<file path="src/rtl/execPkg.sv">
////////////////////////////////////////
// Widths, types and opcodes shared by the
// execution cluster. Imported by the math
// pipeline, the load/store lanes and the top
////////////////////////////////////////

package execPkg;

	////////////////////////////////////////
	// Widths
	////////////////////////////////////////

	localparam int DATA_WIDTH	= 32;			// Operand and result word
	localparam int REG_WIDTH	= 5;			// 32 architectural registers
	localparam int OP_WIDTH		= 3;			// Command opcode field
	localparam int MATH_DEPTH	= 3;			// Math pipeline stages

	////////////////////////////////////////
	// Types
	////////////////////////////////////////

	typedef logic [DATA_WIDTH-1:0]	data_t;		// Operands, results, memory words
	typedef logic [REG_WIDTH-1:0]	regIdx_t;	// Destination register number

	// Command opcodes, opNop leaves every path idle
	typedef enum logic [OP_WIDTH-1:0] {
		opNop,
		opAdd,
		opSub,
		opMul,
		opMove,
		opLoad,
		opStore
	} opcode_t;

endpackage

</file>
<file path="src/rtl/mathUnit.sv">
////////////////////////////////////////
// Three-stage integer math pipeline
// Takes one add, sub or mul per cycle and
// returns the result three cycles later
////////////////////////////////////////

module mathUnit (
	input							clock,
	input							reset,
	input	logic					start,			// Accept a math command
	input	execPkg::opcode_t		op,
	input	execPkg::regIdx_t		dst,
	input	execPkg::data_t			operandA,
	input	execPkg::data_t			operandB,
	output	logic					done,			// Result valid
	output	execPkg::regIdx_t		resultDst,
	output	execPkg::data_t			result
);

	import execPkg::*;

	logic	[MATH_DEPTH-1:0]		validChain;		// One bit per stage
	regIdx_t						dstChain [MATH_DEPTH];

	opcode_t						opOne;			// Stage one registers
	data_t							aOne;
	data_t							bOne;
	data_t							calcTwo;		// Stage two input, combinational
	data_t							resultTwo;
	data_t							resultThree;

	////////////////////////////////////////
	// Valid and destination chain
	////////////////////////////////////////

	always_ff @( posedge clock ) begin
		if ( reset ) begin
			validChain		<= '0;
		end
		else begin
			validChain		<= { validChain[MATH_DEPTH-2:0], start };
		end
	end

	always_ff @( posedge clock ) begin
		dstChain[0]			<= dst;
		for ( int i = 1; i < MATH_DEPTH; i++ ) begin
			dstChain[i]		<= dstChain[i-1];
		end
	end

	////////////////////////////////////////
	// Data stages
	////////////////////////////////////////

	// Low 32 bits only, the product wraps like the sum
	always_comb begin
		case ( opOne )
			opAdd:		calcTwo = aOne + bOne;
			opSub:		calcTwo = aOne - bOne;
			opMul:		calcTwo = aOne * bOne;
			default:	calcTwo = '0;
		endcase
	end

	always_ff @( posedge clock ) begin
		opOne				<= op;				// Stage one
		aOne				<= operandA;
		bOne				<= operandB;
		resultTwo			<= calcTwo;			// Stage two
		resultThree			<= resultTwo;		// Stage three
	end

	assign done				= validChain[MATH_DEPTH-1];
	assign resultDst		= dstChain[MATH_DEPTH-1];
	assign result			= resultThree;

endmodule

</file>
<file path="config.mk">
export PLATFORM = sky130hd
export DESIGN_NAME = mathUnit
export DESIGN_NICKNAME = d
export VERILOG_FILES = /design/src/rtl/execPkg.sv /design/src/rtl/mathUnit.sv
export SDC_FILE = /design/constraint.sdc
export NUM_CORES = 1
export LEC_CHECK = 0
export ABC_AREA = 1
export ABC_CLOCK_PERIOD_IN_PS = 9200
export BUFFER_PORTS_ARGS = -buffer_cell sky130_fd_sc_hd__buf_2
export CAP_MARGIN = 20
export CORE_MARGIN = 1.5
export CORE_UTILIZATION = 48
export DETAILED_ROUTE_END_ITERATION = 8
export PLACE_DENSITY = 0.69
export SLEW_MARGIN = 20
export SYNTH_ARGS = -nofsm -noshare
export SYNTH_HDL_FRONTEND = slang
export SYNTH_SLANG_ARGS = --single-unit
</file>
<file path="constraint.sdc">
create_clock -name clock -period 9.2 [get_ports clock]
set_input_delay 0.46 -clock clock [delete_from_list [all_inputs] [get_ports clock]]
set_output_delay 0.46 -clock clock [all_outputs]
set_load 0.01 [all_outputs]
</file>
Yosys cells after proc, flatten, opt, wreduce, memory -nomap -nowiden:

Memories as Yosys holds them, arrays and structs flattened.
Index checks and enable logic that the tools add are counted.

* register bits: 134
* memory bits (writable): 15
* input port bits: 75
* output and inout bits: 38
* word-level logic and storage cells: 14
* memories kept: 1

Memory list
* dstChain: depth 3, width 5, read ports 3, clocked after Yosys merged registers in 0, wr ports 3, RTL line mathUnit.sv:23 `regIdx_t dstChain [MATH_DEPTH];`

* $add $sub $neg: 2
* multipliers: 1
* eq/ne operators: 3
* mux-type cells: 1

Operator list (number)
* case mux 32 bit (3 select lines): 1
* adder 32 bit: 1
* multiplier 32 x 32 -> 32 bit: 1
* subtractor 32 bit: 1
* equality test 3 x 2 -> 1 bit, second input constant: 2
* equality test 3 x 1 -> 1 bit, second input constant: 1

Longest topological paths before layout:

* depth after elaboration: 2
* gate-level depth with buffers: 33

Worst setup path after synthesis:

No wires, ideal clock.

* path kind: reg2reg
* start point: register aOne[12]
* end point: register resultTwo[26]
* arrival: 6389 ps
* data required time: 9084 ps
* path slack: 2695 ps
* stages on the path, launching flop included: 29
* path buffers: 2
* period minus slack after synthesis: 6505 ps
* path through: dfxtp_1 -> clkbuf_1 -> buf_1 -> nand2_1 -> inv_1 -> fa_1 -> fa_1 -> fa_1 -> inv_1 -> fa_1 -> inv_1 -> fa_1 -> inv_1 -> fa_1 -> inv_1 -> fa_1 -> fa_1 -> ha_1 -> nand2_1 -> nor2_1 -> nor3b_2 -> nand4_1 -> nand3_1 -> a21o_1 -> nand2_1 -> inv_1 -> o21ai_1 -> nand3_1 -> nand2_1

* cells in the longest elaborated chain, start to end: 2
* elaborated cells on any way between the ends: 4

Ends and longest elaborated chain
* start, declared: RTL line mathUnit.sv:26 `data_t aOne;`
* start signal, assigned: RTL line mathUnit.sv:68 `aOne <= operandA;`
* multiplier 32 x 32 -> 32 bit (tied with other cells): RTL line mathUnit.sv:61 `opMul: calcTwo = aOne * bOne;`
* case mux 32 bit (3 select lines) (*): RTL line mathUnit.sv:58 `case ( opOne )`
* named net calcTwo[26]: RTL line mathUnit.sv:28 `data_t calcTwo;`
* end signal, assigned: RTL line mathUnit.sv:70 `resultTwo <= calcTwo;`
* end, declared: RTL line mathUnit.sv:29 `data_t resultTwo;`

Mark *: on every way through the listed nets, which the timed path passes. The rest lies on a longest branch.
A chain may end at the register's enable or synchronous reset.

Worst setup path after layout:

* start point: register aOne[4]
* end point: register resultTwo[29]

Same word-level chain as after synthesis.

==> results_dict.tcl <==
set metrics [dict create \
    outcome "complete, no violations" \
    grt_antenna_before_repair 2 \
    num-fill-cells 4486 \
    syn_area_um2 22750 \
    cp.arrival_ns 7.94 \
    place_hpwl_um 57370 \
    core_area_um2 46650 \
    finClkSkew_ns 0.02206 \
    cp.depth 24 \
    setup_viol 0 \
    slowest_delay_ns 1.05 \
    syn2layout_area_growth_pct 7.798 \
    crit_type "register to register" \
    cts_buffers 17 \
    insertion_delay_ns 0.46 \
    nNetsFinal 3681 \
    maxSlewViolCount 0 \
    cpMostUsedCell "fa_1" \
    hp-start "operandB[16]" \
    synth_edf_count 0 \
    crit_required_ns 9.46 \
    synth_seq_cells 149 \
    clockBufferDepth 2 \
    vias_per_cell 5.164 \
    utilization 0.5257 \
    vias 18910 \
    cts-resized-gates 0 \
    r2r_cells 24 \
    fin_crit_ns 7.676 \
    instances_no_fill 3663 \
    synth_warnings 0 \
    cts.clk_slew.worst_paths_ns 0.09 \
    drtPass1Iterations 7 \
    route.detailed.wl_per_inst_um 19.12 \
    wirelength_um 70050 \
    final_antenna_net_count 0 \
    tritoncts "built" \
    worstHoldEndpoint "bOne[16]" \
    layout_commonest_cell "inv_1" \
    avgSynthCellArea_um2 7.610 \
    cts_num_sinks 149 \
    drive_gt1_frac 0.07433 \
    dieHeight_um 220.7 \
    finalCritPeriodShare 0.8343 \
    fmax_mhz 130.3 \
    r2r_setup_slack_ns 1.52 \
    reg2reg_from "aOne[4]" \
    critPathBufInv 8 \
    syn_nets 3630 \
    crit_path_end_kind "register" \
    yosysUniqueCellTypes 54 \
    clockRootBuffer "clkbuf_16" \
    synth_top_area_share 0.3599 \
    cpLargestDelayFamily "adder cells" \
    place.gp.congestion 0.9708 \
    synth.area.top_cells "fa_1 (36%), inv_1 (14%), dfxtp_1 (13%)" \
    postCtsSetupBuffers 0 \
    dp_cells 3629 \
    cp_slowest_cell "dfxtp_1" \
    grt_use_total 0.3026 \
    ys_seq_area_frac 0.1311 \
    ys.flop_type "dfxtp_1" \
    grt_overflow 0 \
    worst_pin_slew_ns 1.136 \
    netlist_instances 2990 \
    yosysTopAreaCell "fa_1" \
    dieArea_um2 48720 \
    grt_pass1_wl_um 109800 \
    setup_tns_ns 0 \
    final_cell_mix "inv_1 (851), nand2_1 (792), fa_1 (409)" \
    holdPathStages 1 \
    drc 0 \
    async_flop_share 0 \
    relSlewSlack 0.2415 \
    row_count 79 \
    grt_max_degree 34 \
    hold_violations 0 \
    port-buffer-count 112 \
    ios 113 \
    drv_cap 0 \
    hold_path.class "input port to register" \
    start_kind "register" \
    drt-initial-drc-count 1442 \
    fp.dieW_um 220.7 \
    htreeDepth 4 \
    hold_buffers 0 \
    critical_path.max_fanout 15 \
    cp_cell_sequence "buf_4 -> nand2_1 -> inv_1 -> fa_1 -> inv_1 -> fa_1 -> inv_1 -> fa_1 -> inv_1 -> fa_1 -> inv_1 -> fa_1 -> inv_1 -> fa_1 -> inv_1 -> fa_1 -> fa_1 -> ha_1 -> a21o_1 -> a21oi_1 -> a21boi_0 -> o211ai_1 -> o21ai_0 -> o21ai_0" \
    reg2reg_to "resultTwo[29]" \
    multi_input_area_um2 16000 \
    rsz0062_at_grt "no" \
    ff_latch_area_um2 2984 \
    grt_pass1_vias 19930 \
    floorplan.initialDensity 0.4877 \
]
cell usage after synthesis, types with 3 or more instances:
| master | n |
|---|---|
| clkbuf_1 | 71 |
| nor4_1 | 4 |
| buf_4 | 8 |
| buf_1 | 25 |
| a21oi_1 | 83 |
| nand2_1 | 792 |
| o21ai_2 | 5 |
| xor2_1 | 33 |
| buf_6 | 3 |
| inv_2 | 6 |
| ha_1 | 156 |
| o21ai_1 | 9 |
| a21oi_2 | 5 |
| o21ai_0 | 82 |
| nand3b_1 | 7 |
| nor3_1 | 12 |
| o21bai_1 | 10 |
| o31ai_1 | 5 |
| a21o_1 | 14 |
| buf_2 | 19 |
| or2_2 | 7 |
| inv_1 | 851 |
| nand4_1 | 12 |
| xnor2_1 | 21 |
| a21boi_0 | 3 |
| a31oi_1 | 9 |
| fa_1 | 409 |
| nor2_1 | 81 |
| nand3_1 | 67 |
| dfxtp_1 | 149 |
| nand3_2 | 4 |
final cells by class:
class                   instances  share of cell area
diodes                          2           0.0002041
clock buffers                  17             0.01734
clock inverters                15            0.008621
inverters                     858              0.1313
multi-input cells            1856              0.6521
flip-flops and latches        149              0.1217
well taps                     607             0.03096
repair buffers                159             0.03775
worst max-delay path by stage:
stage               startpoint       endpoint
floorplan             aOne[12]  resultTwo[26]
global placement       aOne[4]  resultTwo[29]
detailed placement     bOne[5]  resultTwo[29]
CTS                    aOne[4]  resultTwo[29]
global route           bOne[3]  resultTwo[29]
finish                 aOne[4]  resultTwo[29]
per-stage QoR:
stage          instance area, um2  hold WS [ns]  setup WS (ns)
3_3_place_gp                23890        0.3103          1.695
5_1_grt                     24520       0.07722          1.319
4_1_cts                     24520       0.07300          1.680
3_5_place_dp                23890        0.3128          1.712
6_report                    24530       0.09094          1.524
2_1_floorplan               22750        0.3096          2.695
registers in the layout (all words and copies together), names as in the netlist:
register,cells
dstChain,15
bOne,32
validChain,3
result,32
opOne,3
aOne,32
resultTwo,32
per-layer routing:
metal / share of wire / up-vias / global-route usage
met1: 0.40 / 9300 / 0.3990
li1: - / 8689 / -
met3: 0.082 / 145 / 0.04399
met5: 0 / - / 0
met4: 0.042 / 0 / 0.1232
met2: 0.47 / 780 / 0.4998
worst reg2reg max path: stages, from the launching register on:
cell and delay (ns):
dfxtp_1 1.05, buf_4 0.43, nand2_1 0.09, inv_1 0.10, fa_1 0.41, inv_1 0.08
fa_1 0.16, inv_1 0.05, fa_1 0.48, inv_1 0.05, fa_1 0.48, inv_1 0.06
fa_1 0.51, inv_1 0.06, fa_1 0.53, inv_1 0.05, fa_1 0.53, fa_1 0.44
ha_1 0.36, a21o_1 0.21, a21oi_1 0.17, a21boi_0 0.21, o211ai_1 0.16, o21ai_0 0.52
o21ai_0 0.30
cells by family after synthesis:
kind of cell	Yosys count	share of synthesized area
adders and majority gates	565	0.4456
buffers and inverters	985	0.1659
DFF	149	0.1311
and+or+nand+nor	1000	0.1770
xor gates and xnor gates	54	0.02079
AOI/OAI and AO/OA	237	0.05955
Power is left out: the tool's default activity adds up to more than one toggle a clock period on the data nets, which glitch-free logic cannot reach.
