## src/rtl/execPkg.sv

```systemverilog
////////////////////////////////////////
// Widths, types and opcodes shared by the
// execution cluster. Imported by the math
// pipeline, the load/store lanes and the top
////////////////////////////////////////

package execPkg;

	////////////////////////////////////////
	// Widths
	////////////////////////////////////////

	localparam int DATA_WIDTH	= 32;			// Operand and result word
	localparam int REG_WIDTH	= 5;			// 32 architectural registers
	localparam int OP_WIDTH		= 3;			// Command opcode field
	localparam int MATH_DEPTH	= 3;			// Math pipeline stages

	////////////////////////////////////////
	// Types
	////////////////////////////////////////

	typedef logic [DATA_WIDTH-1:0]	data_t;		// Operands, results, memory words
	typedef logic [REG_WIDTH-1:0]	regIdx_t;	// Destination register number

	// Command opcodes, opNop leaves every path idle
	typedef enum logic [OP_WIDTH-1:0] {
		opNop,
		opAdd,
		opSub,
		opMul,
		opMove,
		opLoad,
		opStore
	} opcode_t;

endpackage

```

## src/rtl/memPkg.sv

```systemverilog
////////////////////////////////////////
// Data memory geometry and arbiter sizing
// Used by the lanes, the arbiter, the memory
////////////////////////////////////////

package memPkg;

	localparam int ADDR_WIDTH	= 8;					// Word address bits
	localparam int MEM_WORDS	= 1 << ADDR_WIDTH;		// 256 words
	localparam int LANES		= 2;					// Load/store lanes on the port

	typedef logic [ADDR_WIDTH-1:0]	addr_t;				// Word address

endpackage

```

## src/rtl/loadStoreUnit.sv

```systemverilog
////////////////////////////////////////
// One load/store lane. Holds a single
// pending access, requests the shared port
// until granted, and writes back loads
////////////////////////////////////////

module loadStoreUnit (
	input							clock,
	input							reset,
	input	logic					start,			// New access for this lane
	input	logic					isStore,
	input	execPkg::regIdx_t		dst,
	input	memPkg::addr_t			addr,
	input	execPkg::data_t			storeData,
	output	logic					request,		// Held until granted
	input	logic					grant,
	output	logic					memWrite,
	output	memPkg::addr_t			memAddr,
	output	execPkg::data_t			memWriteData,
	input	execPkg::data_t			memReadData,	// Shared by both lanes
	output	logic					busy,
	output	logic					loadDone,
	output	logic					storeDone,
	output	execPkg::regIdx_t		loadDst,
	output	execPkg::data_t			loadData
);

	import execPkg::*;
	import memPkg::*;

	typedef enum logic [1:0] {
		lsIdle,
		lsRequest,
		lsRead
	} lsState_t;

	lsState_t						state;
	logic							pendStore;		// Pending access
	regIdx_t						pendDst;
	addr_t							pendAddr;
	data_t							pendData;

	////////////////////////////////////////
	// Control FSM
	////////////////////////////////////////

	always_ff @( posedge clock ) begin
		if ( reset ) begin
			state			<= lsIdle;
			loadDone		<= 1'b0;
			storeDone		<= 1'b0;
		end
		else begin
			loadDone		<= 1'b0;
			storeDone		<= 1'b0;
			case ( state )
				lsIdle: begin
					if ( start ) state <= lsRequest;
				end
				lsRequest: begin
					if ( grant ) begin
						state		<= isStoreNext( pendStore );
						storeDone	<= pendStore;		// Write lands on the grant edge
					end
				end
				lsRead: begin
					state			<= lsIdle;
					loadDone		<= 1'b1;
				end
				default: state		<= lsIdle;
			endcase
		end
	end

	// Stores finish at the grant, loads wait for the read data
	function automatic lsState_t isStoreNext( input logic store );
		return store ? lsIdle : lsRead;
	endfunction

	////////////////////////////////////////
	// Pending access and load capture
	////////////////////////////////////////

	always_ff @( posedge clock ) begin
		if ( state == lsIdle && start ) begin
			pendStore		<= isStore;
			pendDst			<= dst;
			pendAddr		<= addr;
			pendData		<= storeData;
		end
		if ( state == lsRead ) begin
			loadData		<= memReadData;		// Memory output one cycle after grant
		end
	end

	assign busy				= ( state != lsIdle );
	assign request			= ( state == lsRequest );
	assign memWrite			= pendStore & request;
	assign memAddr			= pendAddr;
	assign memWriteData		= pendData;
	assign loadDst			= pendDst;

endmodule

```

## config.mk

```make
export PLATFORM = sky130hd
export DESIGN_NAME = loadStoreUnit
export DESIGN_NICKNAME = d
export VERILOG_FILES = /design/src/rtl/execPkg.sv /design/src/rtl/memPkg.sv /design/src/rtl/loadStoreUnit.sv
export SDC_FILE = /design/constraint.sdc
export NUM_CORES = 1
export LEC_CHECK = 0
export ABC_AREA = 1
export BUFFER_PORTS_ARGS = -buffer_cell sky130_fd_sc_hd__buf_2
export CORE_ASPECT_RATIO = 1.1
export CORE_MARGIN = 4
export CORE_UTILIZATION = 41
export DETAILED_ROUTE_END_ITERATION = 6
export PLACE_DENSITY_LB_ADDON = 0.3
export REMOVE_ABC_BUFFERS = 1
export SKIP_LAST_GASP = 1
export SLEW_MARGIN = 20
export SYNTH_ARGS = -nofsm -noshare
export SYNTH_HDL_FRONTEND = slang
export SYNTH_SLANG_ARGS = --single-unit
```

## constraint.sdc

```tcl
create_clock -name clock -period 2.65 [get_ports clock]
set_clock_uncertainty 0.2 [all_clocks]
set_input_delay 0.53 -clock clock [delete_from_list [all_inputs] [get_ports clock]]
set_output_delay 0.53 -clock clock [all_outputs]
set_load 0.005 [all_outputs]
```

== Word-level counts from Yosys, hierarchy flattened ==
Index checks and enable logic that the tools add are counted.

* Multiplexer cells: 5
* Equal/unequal tests: 4
* Bitwise gates (word level): 3
* Reductions and logical operators: 5

{| class="wikitable"
|+ Operators by type and width
! operator !! count
|-
| two-way mux 2 bit || 3
|-
| case mux 2 bit (2 select lines) || 1
|-
| OR reduction 3 bit || 1
|-
| equality test 2 x 1 -> 1 bit (second input constant) || 1
|-
| equality test 2 bit (second input constant) || 1
|-
| zero test 2 bit || 1
|-
| inequality test 2 x 1 -> 1 bit (second input constant) || 1
|-
| inequality test 2 bit (second input constant) || 1
|-
| NOT 1 bit || 2
|-
| AND reduction 2 bit || 1
|-
| nonzero test 2 bit || 1
|-
| AND 1 bit || 1
|-
| logical AND 1 bit || 1
|-
| two-way mux 1 bit || 1
|}

* Output and inout bits: 82
* Bits in registers: 82

== Depth between registers and ports, before layout ==
* Word-level depth: 3
* Mapped depth: 3
* Gate-level depth less buffers: 3

== Worst setup path after synthesis ==
No wires, ideal clock.

* Kind: register -> register
* Start: reg state[1]
* End: reg loadData[0], enable pin
* Stages on the path, launching flop included: 3
* Clock period less this slack: 2.363 ns
* Arrival time: 1.742 ns
* Data required time: 2.029 ns
* Setup time: 0.421 ns
* Path buffers: 0
* Slack: 0.287 ns
* Path through: dfxtp_1 -> inv_1 -> nor2_1

* Word-level cells in the longest chain between the ends: 1

{| class="wikitable"
|+ RTL lines
! item !! RTL line !! source
|-
| from (decl) || loadStoreUnit.sv:37 || <nowiki>lsState_t state;</nowiki>
|-
| from (signal assigned) || loadStoreUnit.sv:49 || <nowiki>state <= lsIdle;</nowiki>
|-
| from (signal assigned) || loadStoreUnit.sv:58 || <nowiki>if ( start ) state <= lsRequest;</nowiki>
|-
| from (signal assigned) || loadStoreUnit.sv:62 || <nowiki>state <= isStoreNext( pendStore );</nowiki>
|-
| equality test 2 bit || loadStoreUnit.sv:91 || <nowiki>if ( state == lsRead ) begin</nowiki>
|-
| to (signal assigned) || loadStoreUnit.sv:92 || <nowiki>loadData <= memReadData;</nowiki>
|-
| to (decl) || loadStoreUnit.sv:25 || <nowiki>output execPkg::data_t loadData</nowiki>
|}

No other way between the ends.
A chain may end at the register's enable or synchronous reset.

== Final worst setup path ==
* Start: reg state[0]
* End: reg pendData[13], in the netlist memWriteData[13], enable pin

* Word-level cells in the longest chain between the ends: 2

{| class="wikitable"
|+ RTL lines
! item !! RTL line !! source
|-
| zero test 2 bit || loadStoreUnit.sv:85 || <nowiki>if ( state == lsIdle && start ) begin</nowiki>
|-
| logical AND 1 bit || loadStoreUnit.sv:85 ||
|-
| to (signal assigned) || loadStoreUnit.sv:89 || <nowiki>pendData <= storeData;</nowiki>
|-
| to (decl) || loadStoreUnit.sv:41 || <nowiki>data_t pendData;</nowiki>
|}

No other way between the ends.

==> reports/summary.md <==
- **Critical-path top delay cell** sky130_fd_sc_hd__clkinv_1
- **Cells on Worst Hold Path** 1
- **path depth of the worst reg2reg path** 4
- **number of flip-flops and latches in the synthesized netlist** 82
- **number of warnings printed during yosys synthesis** 0
- **post-synthesis mux area share** 0
- **synthesized-area fraction occupied by adder cells** 0
- **Max Cap Violations** 0
- **Final setup viols** 0
- **count of routing violations after the opening detailed-route iteration** 36
- **Clock Tree Buf Depth** 2
- **relative slew slack** 0.554
- **average routed wire per standard cell** 13.8 um
- **remaining global-route overflow** 0
- **Reg-to-Reg Start** state[0]
- **count of pins over their slew limit** 0
- **wire length of the first global-routing pass** 7040 um
- **via density per instance** 4.27
- **total routing resource utilization after global routing** 0.134
- **top-area cell type share of the netlist area** 0.938
- **overall power after layout** 2590 uW
- **pin slew with the least headroom to its limit** 0.666 ns
- **I/O Pins** 164
- **Area growth, synth to finish** 46.4%
- **Die Y** 89.9 um
- **H-tree lvl count** 3
- **fin nets** 357
- **Core Footprint** 5840 um^2
- **kind of start point of the critical path** flop
- **mapped cell area** 2500 um^2
- **hold path endpoint** memAddr[5]
- **CTS tree** built
- **worst path arrival time** 1.87 ns
- **run status** finished, final reports clean
- **type of the worst setup path** reg2reg
- **Post-Synth Simple-Gate Area** 0.0190
- **Antenna Diode Count** 0
- **antenna violation net count after detailed routing** 0
- **Yosys cell types** 9
- **largest fanout on the critical path** 29
- **overall routed net length** 4930 um
- **die width** 82.4 um
- **Worst Setup End Kind** flop
- **vias in the first global route** 1471
- **setup repair after global routing missed its margin** no
- **clock-pin slew reported for the worst setup and hold paths after clock tree synthesis** 0.08 ns
- **IR Drop Worst-Case VDD** 0.452 mV
- **post-synth top area cell** sky130_fd_sc_hd__edfxtp_1
- **classification of the worst-slack hold path** in2reg
- **Clock Sinks** 82
- **count of unresolved DRC violations after routing** 0
- **port buffer count** 163
- **Fmax achieved** 503 MHz
- **Cell Rows** 29
- **Pre-antenna DRT Iters** 4
- **aggregate negative setup slack** 0 ns
- **power density over cell area** 708 nW/um^2
- **complex-gate fraction of the synthesized area** 0.00200
- **number of antenna violations at the first check in global routing** 1
- **number of cells produced by synthesis** 99
- **endpoint required time on the critical path** 2.54 ns
- **fraction of layout cells with a size suffix above 1** 0.650
- **portion of the post-synthesis area used by sequential elements** 0.970
- **count of hold-fix buffers inserted at cts** 0
- **via count** 1525
- **static power due to leakage** 0.00158 uW
- **setup slack on the worst flop-to-flop path** 0.66 ns
- **number of buffers inserted during clock tree synthesis** 9
- **clock latency at the later pin of the worst-skew pair** 0.33 ns
- **Worst R2R End** memWriteData[13]
- **CP cell instances** nor2_1 -> nand2_1 -> clkinv_1 -> buf_12
- **Crit path largest cell delay** 0.53 ns
- **starting utilization of the core area** 0.428
- **origin of the worst min-delay path** addr[5]
- **Final period util** 0.750
- **largest family of logic cells by synthesized area** simple AND/OR/NAND/NOR gates
- **final weighted congestion in routability-driven placement** 0.771
- **post-CTS sizing** 0
- **leading cell types by total area after synthesis** sky130_fd_sc_hd__edfxtp_1 94%, sky130_fd_sc_hd__dfxtp_1 3.2%, sky130_fd_sc_hd__inv_1 0.90%
- **clock root buffer** sky130_fd_sc_hd__clkbuf_8
- **postcts setup bufs** 0
- **parity-gate share of the synthesized area counting xor and xnor cells** 0
- **Syn Area/Cell** 25.2 um^2
- **pin count of the biggest net entering global routing** 33
- **clock period minus worst slack** 1.99 ns
- **die area** 7410 um^2
- **Final Hold Viols** 0
final cells by class:
type	count	area, um^2
sequential	82	2420
fill	457	2180
timing repair buffer	165	843
clock buffer	9	124
tap	77	96.3
clock inverter	7	93.8
multi-input combinational	11	55.1
inverter	6	22.5
worst max-delay path: cells and delay by family, from the launching register on:
family / cells / cell delay [ns]
and+or+nand+nor: 2 / 0.17
DFF: 1 / 0.42
buffers and inverters: 2 / 0.94
per-layer routing:
metal / routed length, um / part of all wire / up-vias / GRT usage
met1: 1650 / 0.33 / 651 / 0.138
met5: 13 / 0.0026 / - / 0
li1: - / - / 731 / -
met3: 1060 / 0.22 / 16 / 0.0950
met2: 2060 / 0.42 / 125 / 0.189
met4: 147 / 0.030 / 2 / 0.0886
synth_stat cells:
cell type,instances
sky130_fd_sc_hd__a21oi_1,1
sky130_fd_sc_hd__dfxtp_1,4
sky130_fd_sc_hd__edfxtp_1,78
sky130_fd_sc_hd__inv_1,6
sky130_fd_sc_hd__nand2_1,2
sky130_fd_sc_hd__nand2_2,1
sky130_fd_sc_hd__nand3b_1,1
sky130_fd_sc_hd__nor2_1,3
sky130_fd_sc_hd__nor3_1,3
where the power goes:
part | internal [uW] | switching, uW | total [uW]
Clock | 528 | 411 | 939
Combinational | 81.0 | 73.6 | 155
Sequential | 1480 | 12.7 | 1490
how the worst max path moves through the flow:
stage                     startpoint                to  slack (ns)  cells past startpoint
after global placement         start  memWriteData[29]        0.53                      4
after detailed placement       start        memAddr[0]        0.50                      4
after floorplan             state[1]       loadData[0]        0.29                      2
after global routing        state[0]  memWriteData[28]        0.54                      4
after CTS                   state[0]        memAddr[7]        0.62                      4
final                       state[0]  memWriteData[13]        0.66                      4
logic make-up (layout without fill, tap and decap cells):
group | after synthesis | after routing
buf+inv | 6 | 187
flops | 82 | 82
compound gates | 1 | 1
simple gates | 10 | 10
cell usage in the layout (no fill, tap or decap), drive strengths merged:
cell type / synthesis / final
a21oi: 1 / 1
dfxtp: 4 / 4
buf: 0 / 165
clkinvlp: 0 / 1
inv: 6 / 5
nand2: 3 / 3
clkbuf: 0 / 9
nor3: 3 / 3
bufinv: 0 / 2
edfxtp: 78 / 78
nor2: 3 / 3
clkinv: 0 / 5
nand3b: 1 / 1
sequential cells by signal, indices dropped and copies added, names as in the netlist:
register / count
pendStore: 1
state: 2
loadData: 32
memAddr: 8
memWriteData: 32
loadDone: 1
storeDone: 1
loadDst: 5
metrics by stage:
step	setup WS (ns)	area [um^2]	std cells	hold slack, ns	utilization
4_1_cts	0.622	3660	357	0.139	0.626
6_report	0.661	3660	357	0.163	0.626
5_1_grt	0.536	3660	357	0.129	0.626
3_5_place_dp	0.495	3440	341	0.263	0.589
3_3_place_gp	0.529	3440	341	0.253	0.589
2_1_floorplan	0.287	2500	99	0.217	-
Power figures use the tool's default switching activity.
