**src/rtl/execPkg.sv**
```systemverilog
////////////////////////////////////////
// Widths, types and opcodes shared by the
// execution cluster. Imported by the math
// pipeline, the load/store lanes and the top
////////////////////////////////////////

package execPkg;

	////////////////////////////////////////
	// Widths
	////////////////////////////////////////

	localparam int DATA_WIDTH	= 32;			// Operand and result word
	localparam int REG_WIDTH	= 5;			// 32 architectural registers
	localparam int OP_WIDTH		= 3;			// Command opcode field
	localparam int MATH_DEPTH	= 3;			// Math pipeline stages

	////////////////////////////////////////
	// Types
	////////////////////////////////////////

	typedef logic [DATA_WIDTH-1:0]	data_t;		// Operands, results, memory words
	typedef logic [REG_WIDTH-1:0]	regIdx_t;	// Destination register number

	// Command opcodes, opNop leaves every path idle
	typedef enum logic [OP_WIDTH-1:0] {
		opNop,
		opAdd,
		opSub,
		opMul,
		opMove,
		opLoad,
		opStore
	} opcode_t;

endpackage

```
**src/rtl/memPkg.sv**
```systemverilog
////////////////////////////////////////
// Data memory geometry and arbiter sizing
// Used by the lanes, the arbiter, the memory
////////////////////////////////////////

package memPkg;

	localparam int ADDR_WIDTH	= 8;					// Word address bits
	localparam int MEM_WORDS	= 1 << ADDR_WIDTH;		// 256 words
	localparam int LANES		= 2;					// Load/store lanes on the port

	typedef logic [ADDR_WIDTH-1:0]	addr_t;				// Word address

endpackage

```
**src/rtl/memArbiter.sv**
```systemverilog
////////////////////////////////////////
// Round-robin arbiter for the shared data
// memory port. Grants one lane per cycle
// and muxes it onto the memory
////////////////////////////////////////

module memArbiter (
	input								clock,
	input								reset,
	input	logic [memPkg::LANES-1:0]	request,		// Level per lane
	output	logic [memPkg::LANES-1:0]	grant,			// One-hot, same cycle
	input	logic						laneWrite0,
	input	logic						laneWrite1,
	input	memPkg::addr_t				laneAddr0,
	input	memPkg::addr_t				laneAddr1,
	input	execPkg::data_t				laneWriteData0,
	input	execPkg::data_t				laneWriteData1,
	output	logic						memWrite,
	output	memPkg::addr_t				memAddr,
	output	execPkg::data_t				memWriteData
);

	logic								lastServed;		// Lane granted most recently

	// On a tie the lane not served last wins
	assign grant[0]			= request[0] & ( ~request[1] |  lastServed );
	assign grant[1]			= request[1] & ( ~request[0] | ~lastServed );

	always_ff @( posedge clock ) begin
		if ( reset ) begin
			lastServed		<= 1'b1;			// Lane 0 wins the first tie
		end
		else if ( |grant ) begin
			lastServed		<= grant[1];
		end
	end

	////////////////////////////////////////
	// Port mux
	////////////////////////////////////////

	assign memWrite			= ( grant[1] ) ?	laneWrite1 :
								( grant[0] ) ?	laneWrite0 :
												1'b0;		// No write without a grant
	assign memAddr			= ( grant[1] ) ?	laneAddr1 :
												laneAddr0;
	assign memWriteData		= ( grant[1] ) ?	laneWriteData1 :
												laneWriteData0;

endmodule

```
**config.mk**
```make
export PLATFORM = sky130hd
export DESIGN_NAME = memArbiter
export DESIGN_NICKNAME = d
export VERILOG_FILES = /design/src/rtl/execPkg.sv /design/src/rtl/memPkg.sv /design/src/rtl/memArbiter.sv
export SDC_FILE = /design/constraint.sdc
export NUM_CORES = 1
export LEC_CHECK = 0
export ABC_AREA = 1
export BUFFER_PORTS_ARGS = -buffer_cell sky130_fd_sc_hd__buf_2
export CAP_MARGIN = 20
export CORE_MARGIN = 3
export CORE_UTILIZATION = 23
export DETAILED_ROUTE_END_ITERATION = 7
export PLACE_DENSITY = 0.77
export REMOVE_ABC_BUFFERS = 1
export SYNTH_ARGS = -nofsm -noshare
export SYNTH_HDL_FRONTEND = slang
export SYNTH_SLANG_ARGS = --single-unit
```
**constraint.sdc**
```tcl
create_clock -name clock -period 1.05 [get_ports clock]
set_clock_uncertainty 0.15 [all_clocks]
set_input_delay 0.1575 -clock clock [delete_from_list [all_inputs] [get_ports clock]]
set_output_delay 0.1575 -clock clock [all_outputs]
set_load 0.02 [all_outputs]
```
# Word-level counts from Yosys, hierarchy flattened
# Index checks and enable logic that the tools add are counted.
# word_totals
ff_bits,1
out_inout_bits,43
# op_classes
n_mux,4
bitwise_logic,7
reduce_logical,1
# op_table
cell,n
two-way mux 32 bit,1
two-way mux 8 bit,1
NOT 1 bit,3
bitwise AND 1 bit,2
two-way mux 1 bit,2
bitwise OR 1 bit,2
OR reduction 2 bit,1

# Depth between registers and ports, before layout
# Gate-level depths: netlist of run 1.
# logic_depth
depth_word,5
mapped_depth,5
ltp_nobuf,4

# Worst setup path after synthesis of run 1
# Ideal clock, no wire load.
# synth_timing
kind,register -> output
startpoint,register lastServed
endpoint,output port memWriteData[23]
arrival_time_ps,864
t_required_ps,742
slack_ps,-122
path_stages_with_launch,6
path_buffers,1
cell_sequence,dfxtp_1 > nand2_2 > nand2_4 > buf_6 > nand2_1 > nand2_1
# synth_between
elab_chain_len,4
# synth_lines
element,line_no,source
"start, declared",memArbiter.sv:23,logic lastServed;
"start signal, assigned",memArbiter.sv:34,lastServed <= grant[1];
NOT 1 bit,memArbiter.sv:27,assign grant[1] = request[1] & ( ~request[0] | ~lastServed );
bitwise OR 1 bit,memArbiter.sv:27,
bitwise AND 1 bit,memArbiter.sv:27,
two-way mux 32 bit,memArbiter.sv:47,assign memWriteData = ( grant[1] ) ? laneWriteData1 :
"end, declared",memArbiter.sv:20,output execPkg::data_t memWriteData
# Every way passes these cells.

# Worst setup path after layout of run 1
# layout_timing
startpoint,register lastServed
endpoint,output port memWriteData[10]
# Same word-level chain as after synthesis.

==> flow_metrics.env, run 1 <==
export IMPL_status="finished with violations"
export IMPL_violations="setup timing"
export IMPL_crit_type="reg2out"
export IMPL_cp_cell_sequence="nand2_4 > nand2_4 > clkbuf_16 > nand2_1 > nand2_1 > buf_6"
export IMPL_syn_inst=146
export IMPL_yosys_area_top_type="nand2_1"
export IMPL_synth_mux_area_share_pct=0
export IMPL_dpl_cell_area_sq_mm=0.00136
export IMPL_crit_fanout=15
export IMPL_place_inst=300
export IMPL_clk_latency_ns=0
export IMPL_min_path_type="in2reg"
export IMPL_vias=1402
export IMPL_synthTopCellsByArea="nand2_1, nand3_1, buf_2"
export IMPL_areaGrowthSynthToFinish_pct=150
export IMPL_drt_iter0_drc=66
export IMPL_synth_seq_cells=1
export IMPL_worstMarginPinSlew_ns=0.137
export IMPL_finalCriticalPeriod_ns=1.24
export IMPL_crit_arrival_ns=0.93
export IMPL_drive_above_1_share_pct=54.8
export IMPL_max_cap_violations=0
export IMPL_crit_slowest_cell="dfxtp_2"
export IMPL_cpPeakStageDelay_ns=0.33
export IMPL_worstRegToRegCells=4
export IMPL_wl_per_cell_microns=12.1
export IMPL_synthDistinctLibCells=10
export IMPL_dp_slack_ns=-0.216
export IMPL_final_net_count=360
export IMPL_worstHoldEndpoint="lastServed"
export IMPL_layout_setup_ws_ns=-0.189
export IMPL_gp_congestion=0.749
export IMPL_setup_viol=43
export IMPL_rsz0062_at_grt="yes"
export IMPL_grt_pass1_vias=1290
export IMPL_ir_drop_mv=0.430
export IMPL_power_density_mw_per_mm2=644
export IMPL_die_width_microns=60
export IMPL_synth_compound_area_share_pct=1.49
export IMPL_yosysTopAreaCellShare_pct=46.5
export IMPL_dieArea_sq_mm=0.00360
export IMPL_start_kind="register"
export IMPL_top_regs="lastServed: 1 flops"
export IMPL_yosys_area_share_simple_pct=80.4
export IMPL_clkTransAtPathRegs_ns=0
export IMPL_hold_depth=3
export IMPL_grt_pass1_wl_microns=4960
export IMPL_overflow=0
export IMPL_postSynthAreaPerCell_sq_um=4.59
export IMPL_report_final_slew_viol_count=0
export IMPL_antenna_cells=0
export IMPL_ant_nets=0
export IMPL_fmax_ghz=0.807
export IMPL_largest_register="lastServed"
export IMPL_yosysWarnings=0
export IMPL_initial_core_util_pct=25.7
export IMPL_fin_crit_sh_pct=118
export IMPL_first_pass_iters=4
export IMPL_p_leak_nw=1.07
export IMPL_synth_fa_ha_area_share_pct=0
export IMPL_ys_seq_area_share_pct=2.99
export IMPL_worstReg2RegEnd="lastServed"
export IMPL_dp_hpwl_microns=2580
export IMPL_synth_top_family_by_area="simple AND/OR/NAND/NOR gates"
export IMPL_grt_total_usage_pct=16.8
export IMPL_antenna_found_initial=0
export IMPL_io_pin_count=129
export IMPL_endpoint_kind="primary output"
export IMPL_relSlewSlack_pct=90.9
export IMPL_drt_total_wl_microns=3650
export IMPL_final_area_sq_mm=0.00168
export IMPL_timing_final_hold_violations=0
export IMPL_r2r_start="lastServed"
export IMPL_die_h_microns=60
export IMPL_coreArea_sq_mm=0.00261
export IMPL_avgViaCountPerCell=4.64
export IMPL_largest_reg_flops=1
export IMPL_post_route_util_pct=64.1
export IMPL_drc=0
export IMPL_critPathRequiredTime_ns=0.74
export IMPL_post_synth_xor_area_fraction_pct=0
export IMPL_power_w=0.00108
export IMPL_fin_cells=302
export IMPL_grt_max_degree=32
export IMPL_io_buffer_count=128
export IMPL_hp_start="reset"
export IMPL_rows=18
export IMPL_syn_cell_area_sq_um=671
export IMPL_r2r_slack_ns=0.03
[per-layer routing]
layer | global-route usage, % | vias to the layer above | share of wire, %
met5 | 0 | - | 0
met4 | 0.633 | 0 | 0
met3 | 1.94 | 0 | 10
met2 | 36.4 | 75 | 54
met1 | 17.2 | 609 | 35
li1 | - | 718 | -
[cell type report]
type	instances	area (sq um)
repair buffers	139	1020
fillers	239	937
multi-input cells	129	588
well taps	30	37.5
flip-flops and latches	1	21.3
inverters	3	11.3
[cells in the final DEF (no fill, tap or decap)]
cell type and count:
buf_4 15, nand3_4 1, buf_6 35, buf_12 3, a21oi_1 1, o21ai_2 1
nand3_1 39, clkbuf_16 1, nand3_2 2, nand2_4 2, nand2_2 3, dfxtp_2 1
buf_2 85, inv_1 3, nand2_1 80
[worst max path at each step]
stage / from / to / slack (ns)
2_1_floorplan: lastServed / memAddr[0] / -0.56
3_3_place_gp: lastServed / memWriteData[23] / -0.20
3_5_place_dp: lastServed / memWriteData[23] / -0.22
4_1_cts: lastServed / memWriteData[30] / -0.19
5_1_grt: lastServed / memAddr[3] / -0.25
6_report: lastServed / memWriteData[10] / -0.19
[kinds of logic (layout without fill, tap and decap cells)]
| group | after synthesis | in the layout |
|---|---|---|
| and+or+nand+nor | 127 | 127 |
| DFF | 1 | 1 |
| AOI/OAI and AO/OA | 2 | 2 |
| buffers and inverters | 16 | 142 |
[through the flow]
| stage | hold WS (ns) | setup TNS, ns |
|---|---|---|
| after CTS | 0.199 | -6.79 |
| after global placement | 0.186 | -7.45 |
| after floorplan | 0.0959 | -24.05 |
| after detailed placement | 0.199 | -8.05 |
| final | 0.198 | -7.05 |
| after global routing | 0.210 | -9.56 |
[cell usage after synthesis]
cell type,instances
buf_6,4
o21ai_0,1
inv_1,3
buf_2,9
nand3_1,42
dfxtp_1,1
a21oi_1,1
nand2_1,83
nand2_4,1
nand2_2,1
[what timing repair did]
action,4_1_cts,5_1_grt
buffers inserted,1,0
hold buffers,0,0
setup endpoints to repair,43,43
pin swaps,1,4
gates cloned,1,1
resized for setup,59,32
[where the power goes]
part           total (W)  leakage (nW)  switching [W]  internal (W)
logic            0.00103          1.06       0.000522      0.000511
registers      0.0000451       0.00804     0.00000290     0.0000422
clock network          0             0              0             0
total            0.00108          1.07       0.000525      0.000553
[critical path, delay by kind of cell (launching register included)]
kind / cells / cell delay, ns
buf+inv: 2 / 0.29
simple gates: 4 / 0.30
flops: 1 / 0.33
No activity file was read; power rests on OpenSTA's default activity.
==> run 2, diff against run 1 <==
--- a/config.mk
+++ b/config.mk
@@ -5,13 +5,13 @@
 export SDC_FILE = /design/constraint.sdc
 export NUM_CORES = 1
 export LEC_CHECK = 0
-export ABC_AREA = 1
 export BUFFER_PORTS_ARGS = -buffer_cell sky130_fd_sc_hd__buf_2
 export CAP_MARGIN = 20
 export CORE_MARGIN = 3
-export CORE_UTILIZATION = 23
+export CORE_UTILIZATION = 21
 export DETAILED_ROUTE_END_ITERATION = 7
-export PLACE_DENSITY = 0.77
+export GPL_TIMING_DRIVEN = 0
+export PLACE_DENSITY = 0.78
 export REMOVE_ABC_BUFFERS = 1
 export SYNTH_ARGS = -nofsm -noshare
 export SYNTH_HDL_FRONTEND = slang
==> run 2 against run 1 <==
The flow still finishes with violations (setup timing). Sequential power increased by 7.8%. Final cell count fell by 29%. Total power is 8.0% higher. Critical path depth is 1 lower. Synthesized cell count down 65%. Flip-flop and latch count unchanged. Critical path type unchanged. Largest power group unchanged.
==> flow_metrics.env, run 2 <==
export IMPL_antenna_cells=0
export IMPL_initial_core_util_pct=22.6
export IMPL_max_cap_violations=0
export IMPL_coreArea_sq_mm=0.00252
export IMPL_switching_share_pct=39.2
export IMPL_yosys_most_used_dff="dfxtp_1"
export IMPL_grt_pass1_vias=986
export IMPL_die_width_microns=58.1
export IMPL_drc=0
export IMPL_layout_setup_ws_ns=-0.505
export IMPL_switchingPower_w=0.000457
export IMPL_ys_seq_area_share_pct=3.51
export IMPL_multi_input_area_sq_um=674
export IMPL_wl_per_cell_microns=16.3
export IMPL_io_buffer_count=128
export IMPL_post_route_util_pct=71.3
export IMPL_pwr_share_comb_pct=95.8
export IMPL_drt_iter0_drc=22
export IMPL_largest_reg_flops=1
export IMPL_first_pass_iters=4
export IMPL_worstMarginPinSlew_ns=0.158
export IMPL_synth_seq_cells=1
export IMPL_min_path_type="in2reg"
export IMPL_worstReg2RegEnd="lastServed"
export IMPL_dieArea_sq_mm=0.00338
export IMPL_grt_total_usage_pct=14.7
export IMPL_yosys_area_top_type="mux2_2"
export IMPL_finalCriticalPeriod_ns=1.56
export IMPL_overflow=0
export IMPL_fillers=190
export IMPL_synthDistinctLibCells=9
export IMPL_timing_final_hold_violations=0
export IMPL_power_density_mw_per_mm2=648
export IMPL_grt_pass1_wl_microns=4110
export IMPL_p_int_w=0.000708
export IMPL_worstHoldEndpoint="lastServed"
export IMPL_crit_fanout=6
export IMPL_syn_inst=51
export IMPL_drt_total_wl_microns=3510
export IMPL_ir_drop_mv=0.516
export IMPL_yosysWarnings=0
export IMPL_relSlewSlack_pct=89.4
export IMPL_antenna_found_initial=0
export IMPL_clk_latency_ns=0
export IMPL_drive_above_1_share_pct=97.3
export IMPL_io_pin_count=129
export IMPL_postSynthAreaPerCell_sq_um=11.2
export IMPL_largest_register="lastServed"
export IMPL_seq_area_sq_um=23.8
export IMPL_setup_viol=43
export IMPL_start_kind="register"
export IMPL_pwr_share_clk_pct=0
export IMPL_yosysTopAreaCellShare_pct=73.0
export IMPL_critPathRequiredTime_ns=0.74
export IMPL_endpoint_kind="primary output"
export IMPL_syn_cell_area_sq_um=571
export IMPL_grt_max_degree=11
export IMPL_dp_slack_ns=-0.987
export IMPL_die_h_microns=58.1
export IMPL_pwr_share_seq_pct=4.2
export IMPL_status="finished with violations"
export IMPL_clkTransAtPathRegs_ns=0
export IMPL_layout_common_cells="buf_2, buf_6, mux2_4"
export IMPL_report_final_slew_viol_count=0
export IMPL_synth_edf_count=0
export IMPL_hold_depth=2
export IMPL_synthArstFlopShare_pct=0
export IMPL_synth_common_cells="mux2_2, buf_6, mux2_1"
export IMPL_top_regs="lastServed: 1 flops"
export IMPL_violations="setup timing"
export IMPL_synthTopCellsByArea="mux2_2, buf_6, mux2_1"
export IMPL_r2r_start="lastServed"
export IMPL_crit_arrival_ns=1.25
export IMPL_p_leak_nw=1.01
export IMPL_ant_nets=0
export IMPL_final_common_cell="buf_2"
export IMPL_final_net_count=273
export IMPL_gp_congestion=0.662
export IMPL_synthMostInstantiatedCell="mux2_2"
export IMPL_fmax_ghz=0.643
export IMPL_rows=18
export IMPL_crit_type="reg2out"
export IMPL_avgViaCountPerCell=4.53
export IMPL_worstRegToRegCells=2
export IMPL_dp_hpwl_microns=2080
export IMPL_hp_start="reset"
export IMPL_rsz0062_at_grt="yes"
export IMPL_fin_crit_sh_pct=148
export IMPL_r2r_slack_ns=0.17
export IMPL_areaGrowthSynthToFinish_pct=215
export IMPL_vias=974
run 2: cell count changes after synthesis, sizes merged, moves of 2 or more:
cell    delta
inv        -3
nand2     -85
nand2b     +2
mux2      +40
nand3     -42
buf        -9
run 2: how the worst max path moves through the flow:
| stage | slack (ns) | depth (start not counted) | endpoint | start |
|---|---|---|---|---|
| 6_report | -0.51 | 5 | memWriteData[18] | lastServed |
| 2_1_floorplan | -0.91 | 2 | memAddr[3] | lastServed |
| 5_1_grt | -0.53 | 5 | memWriteData[8] | lastServed |
| 3_3_place_gp | -1.16 | 3 | memWriteData[0] | lastServed |
| 4_1_cts | -0.57 | 5 | memWriteData[11] | lastServed |
| 3_5_place_dp | -0.99 | 4 | memWriteData[11] | lastServed |
run 2: kinds of logic (layout without fill, tap and decap cells):
logic type,after synthesis,count (layout),share of synthesized area (%)
and+or+nand+nor,4,4,4.61
DFF,1,1,3.51
AOI/OAI and AO/OA,2,3,5.04
muxes,40,40,78.9
buffers and inverters,4,137,7.89
run 2: power groups by stage:
stage / Combinational, W / Clock (W) / Sequential [W]
2_1_floorplan: 0.000400 / 0 / 0.0000450
5_1_grt: 0.00118 / 0 / 0.0000491
4_1_cts: 0.000802 / 0 / 0.0000493
6_report: 0.00112 / 0 / 0.0000486
3_3_place_gp: 0.000679 / 0 / 0.0000456
3_5_place_dp: 0.000706 / 0 / 0.0000455
run 2: critical path: stages (launching register included):
cell and delay, ns:
dfxtp_4 0.35, a21boi_4 0.15, buf_12 0.15, clkbuf_16 0.15
mux2_4 0.31, buf_6 0.13
run 2: cell type report:
type                       count  area share (%)
timing repair buffer         137            59.1
multi-input combinational     47            37.5
tap                           30            2.09
sequential                     1            1.32
run 2: repair_timing:
| item | CTS | global route |
|---|---|---|
| hold buffers | 0 | 0 |
| gates cloned | 3 | 2 |
| gates resized for setup | 9 | 132 |
| setup buffers | 7 | 2 |
| pin swaps | 2 | 2 |
| endpoints found under the setup margin | 43 | 43 |
run 2: metrics by stage:
stage	TNS, ns	hold WS, ns	cells	instance area, sq um	total power (W)
after detailed placement	-36.51	0.199	206	1230	0.000751
after global routing	-20.04	0.216	215	1800	0.00123
final	-18.94	0.198	215	1800	0.00117
after floorplan	-37.75	0.113	47	526	0.000445
after global placement	-47.50	0.197	205	1200	0.000725
after CTS	-21.46	0.199	216	1390	0.000852
run 2: per-layer routing:
| metal | wire (microns) | up-vias | share of wire (%) | GRT usage [%] |
|---|---|---|---|---|
| met1 | 1180 | 442 | 33 | 16.0 |
| met5 | 0 | - | 0 | 0 |
| met4 | 6 | 0 | 0.17 | 0 |
| met3 | 385 | 3 | 11 | 2.00 |
| li1 | - | 466 | - | - |
| met2 | 1950 | 63 | 55 | 30.8 |
==> run 3, diff against run 2 <==
--- a/config.mk
+++ b/config.mk
@@ -9,10 +9,12 @@
 export CAP_MARGIN = 20
 export CORE_MARGIN = 3
 export CORE_UTILIZATION = 21
+export CTS_BUF_LIST = sky130_fd_sc_hd__clkbuf_2 sky130_fd_sc_hd__clkbuf_4 sky130_fd_sc_hd__clkbuf_8
 export DETAILED_ROUTE_END_ITERATION = 7
-export GPL_TIMING_DRIVEN = 0
+export GPL_TIMING_DRIVEN = 1
 export PLACE_DENSITY = 0.78
 export REMOVE_ABC_BUFFERS = 1
+export SETUP_SLACK_MARGIN = 0.5
 export SYNTH_ARGS = -nofsm -noshare
 export SYNTH_HDL_FRONTEND = slang
 export SYNTH_SLANG_ARGS = --single-unit
==> run 3 against run 2 <==
The run still ends with setup timing left. Register-to-register slack got worse by 0.32 ns. Largest power group unchanged. Critical endpoint is now memWriteData[12]. Final cell count decreased by 0.93%. Hold slack improved by 0.021 ns. Critical path type unchanged.
==> flow_metrics.env, run 3 (synthesis gave the netlist of run 2 again) <==
export IMPL_worst_path_stages=4
export IMPL_cp_cell_sequence="a21boi_4 > buf_12 > mux2_2 > buf_4"
export IMPL_grt_pass1_vias=995
export IMPL_fin_hold_ws_ns=0.219
export IMPL_ant_nets=0
export IMPL_first_pass_iters=2
export IMPL_vias=937
export IMPL_crit_fanout=23
export IMPL_dpl_cell_area_sq_mm=0.00127
export IMPL_critPathRequiredTime_ns=0.74
export IMPL_min_path_type="in2reg"
export IMPL_rsz0062_at_grt="yes"
export IMPL_report_final_slew_viol_count=0
export IMPL_worstMarginPinSlew_ns=0.186
export IMPL_power_density_mw_per_mm2=608
export IMPL_drt_total_wl_microns=2530
export IMPL_top_regs="lastServed: 1 flops"
export IMPL_final_net_count=271
export IMPL_max_cap_violations=0
export IMPL_drc=0
export IMPL_relSlewSlack_pct=87.5
export IMPL_drive_above_1_share_pct=96.7
export IMPL_final_area_sq_mm=0.00134
export IMPL_clkTransAtPathRegs_ns=0
export IMPL_hold_depth=2
export IMPL_endpoint_kind="primary output"
export IMPL_initial_core_util_pct=22.6
export IMPL_start_kind="register"
export IMPL_antenna_cells=0
export IMPL_path_buf_inv=2
export IMPL_crit_family="buffers and inverters"
export IMPL_crit_slowest_cell="mux2_2"
export IMPL_dp_hpwl_microns=2260
export IMPL_grt_total_usage_pct=13.7
export IMPL_drt_iter0_drc=15
export IMPL_overflow=0
export IMPL_io_pin_count=129
export IMPL_die_h_microns=58.1
export IMPL_ir_drop_mv=0.366
export IMPL_fin_crit_sh_pct=145
export IMPL_setup_tns_ns=-19.11
export IMPL_largest_register="lastServed"
export IMPL_final_common_cell="buf_2"
export IMPL_worstRegToRegCells=6
export IMPL_avgViaCountPerCell=4.40
export IMPL_grt_max_degree=24
export IMPL_status="finished with violations"
export IMPL_areaGrowthSynthToFinish_pct=136
export IMPL_gp_congestion=0.626
export IMPL_crit_type="reg2out"
export IMPL_setup_viol=44
export IMPL_violations="setup timing"
export IMPL_layout_setup_ws_ns=-0.475
export IMPL_finalCriticalPeriod_ns=1.53
export IMPL_timing_final_hold_violations=0
export IMPL_io_buffer_count=128
export IMPL_dieArea_sq_mm=0.00338
export IMPL_wl_per_cell_microns=11.9
export IMPL_grt_pass1_wl_microns=3840
export IMPL_p_leak_nw=0.757
export IMPL_clk_latency_ns=0
export IMPL_coreArea_sq_mm=0.00252
export IMPL_cpPeakStageDelay_ns=0.35
export IMPL_fmax_ghz=0.656
export IMPL_dp_slack_ns=-0.489
export IMPL_crit_arrival_ns=1.22
export IMPL_largest_reg_flops=1
export IMPL_power_w=0.000817
export IMPL_die_width_microns=58.1
export IMPL_antenna_found_initial=0
export IMPL_layout_common_cells="buf_2, mux2_2, buf_4"
export IMPL_rows=18
[run 3: cell count changes in the layout (fill, tap and decap cells not counted), sizes merged]
cell,before,now
buf,135,136
a21boi,2,1
clkbuf,2,0
[run 3: timing repair]
action,4_1_cts,5_1_grt
hold endpoints to repair,0,0
pin swaps,1,1
hold buffers,0,0
setup buffers,2,1
endpoints found under the setup margin,44,44
gates resized for setup,11,6
[run 3: where the power goes]
group	internal, W	switching, W
Sequential	0.0000427	0.00000338
Combinational	0.000408	0.000363
Clock	0	0
[run 3: area by class of cell]
type	instances	area (sq um)
Multi-Input combinational cell	46	519
Sequential cell	1	21.3
Timing Repair Buffer	136	766
Tap cell	30	37.5
Fill cell	264	1180
[run 3: worst paths after layout]
check | from | endpoint | slack, ns
setup / recovery | lastServed | memWriteData[12] | -0.48
hold / removal | reset | lastServed | 0.22
setup reg to reg | lastServed | lastServed | -0.15
hold reg to reg | lastServed | lastServed | 0.63
[run 3: routing by layer]
metal / GRT usage [%] / wire length, microns / vias to the layer above
met5: 0 / 0 / -
met4: 0 / 0 / 0
met3: 1.56 / 295 / 0
met2: 29.4 / 1460 / 60
met1: 14.6 / 774 / 418
li1: - / - / 459
[run 3: per-stage QoR]
stage | cells | utilization (%)
after global placement | 210 | 50.2
after global routing | 213 | 53.3
after detailed placement | 210 | 50.2
after floorplan | 47 | -
final | 213 | 53.3
after CTS | 212 | 52.3
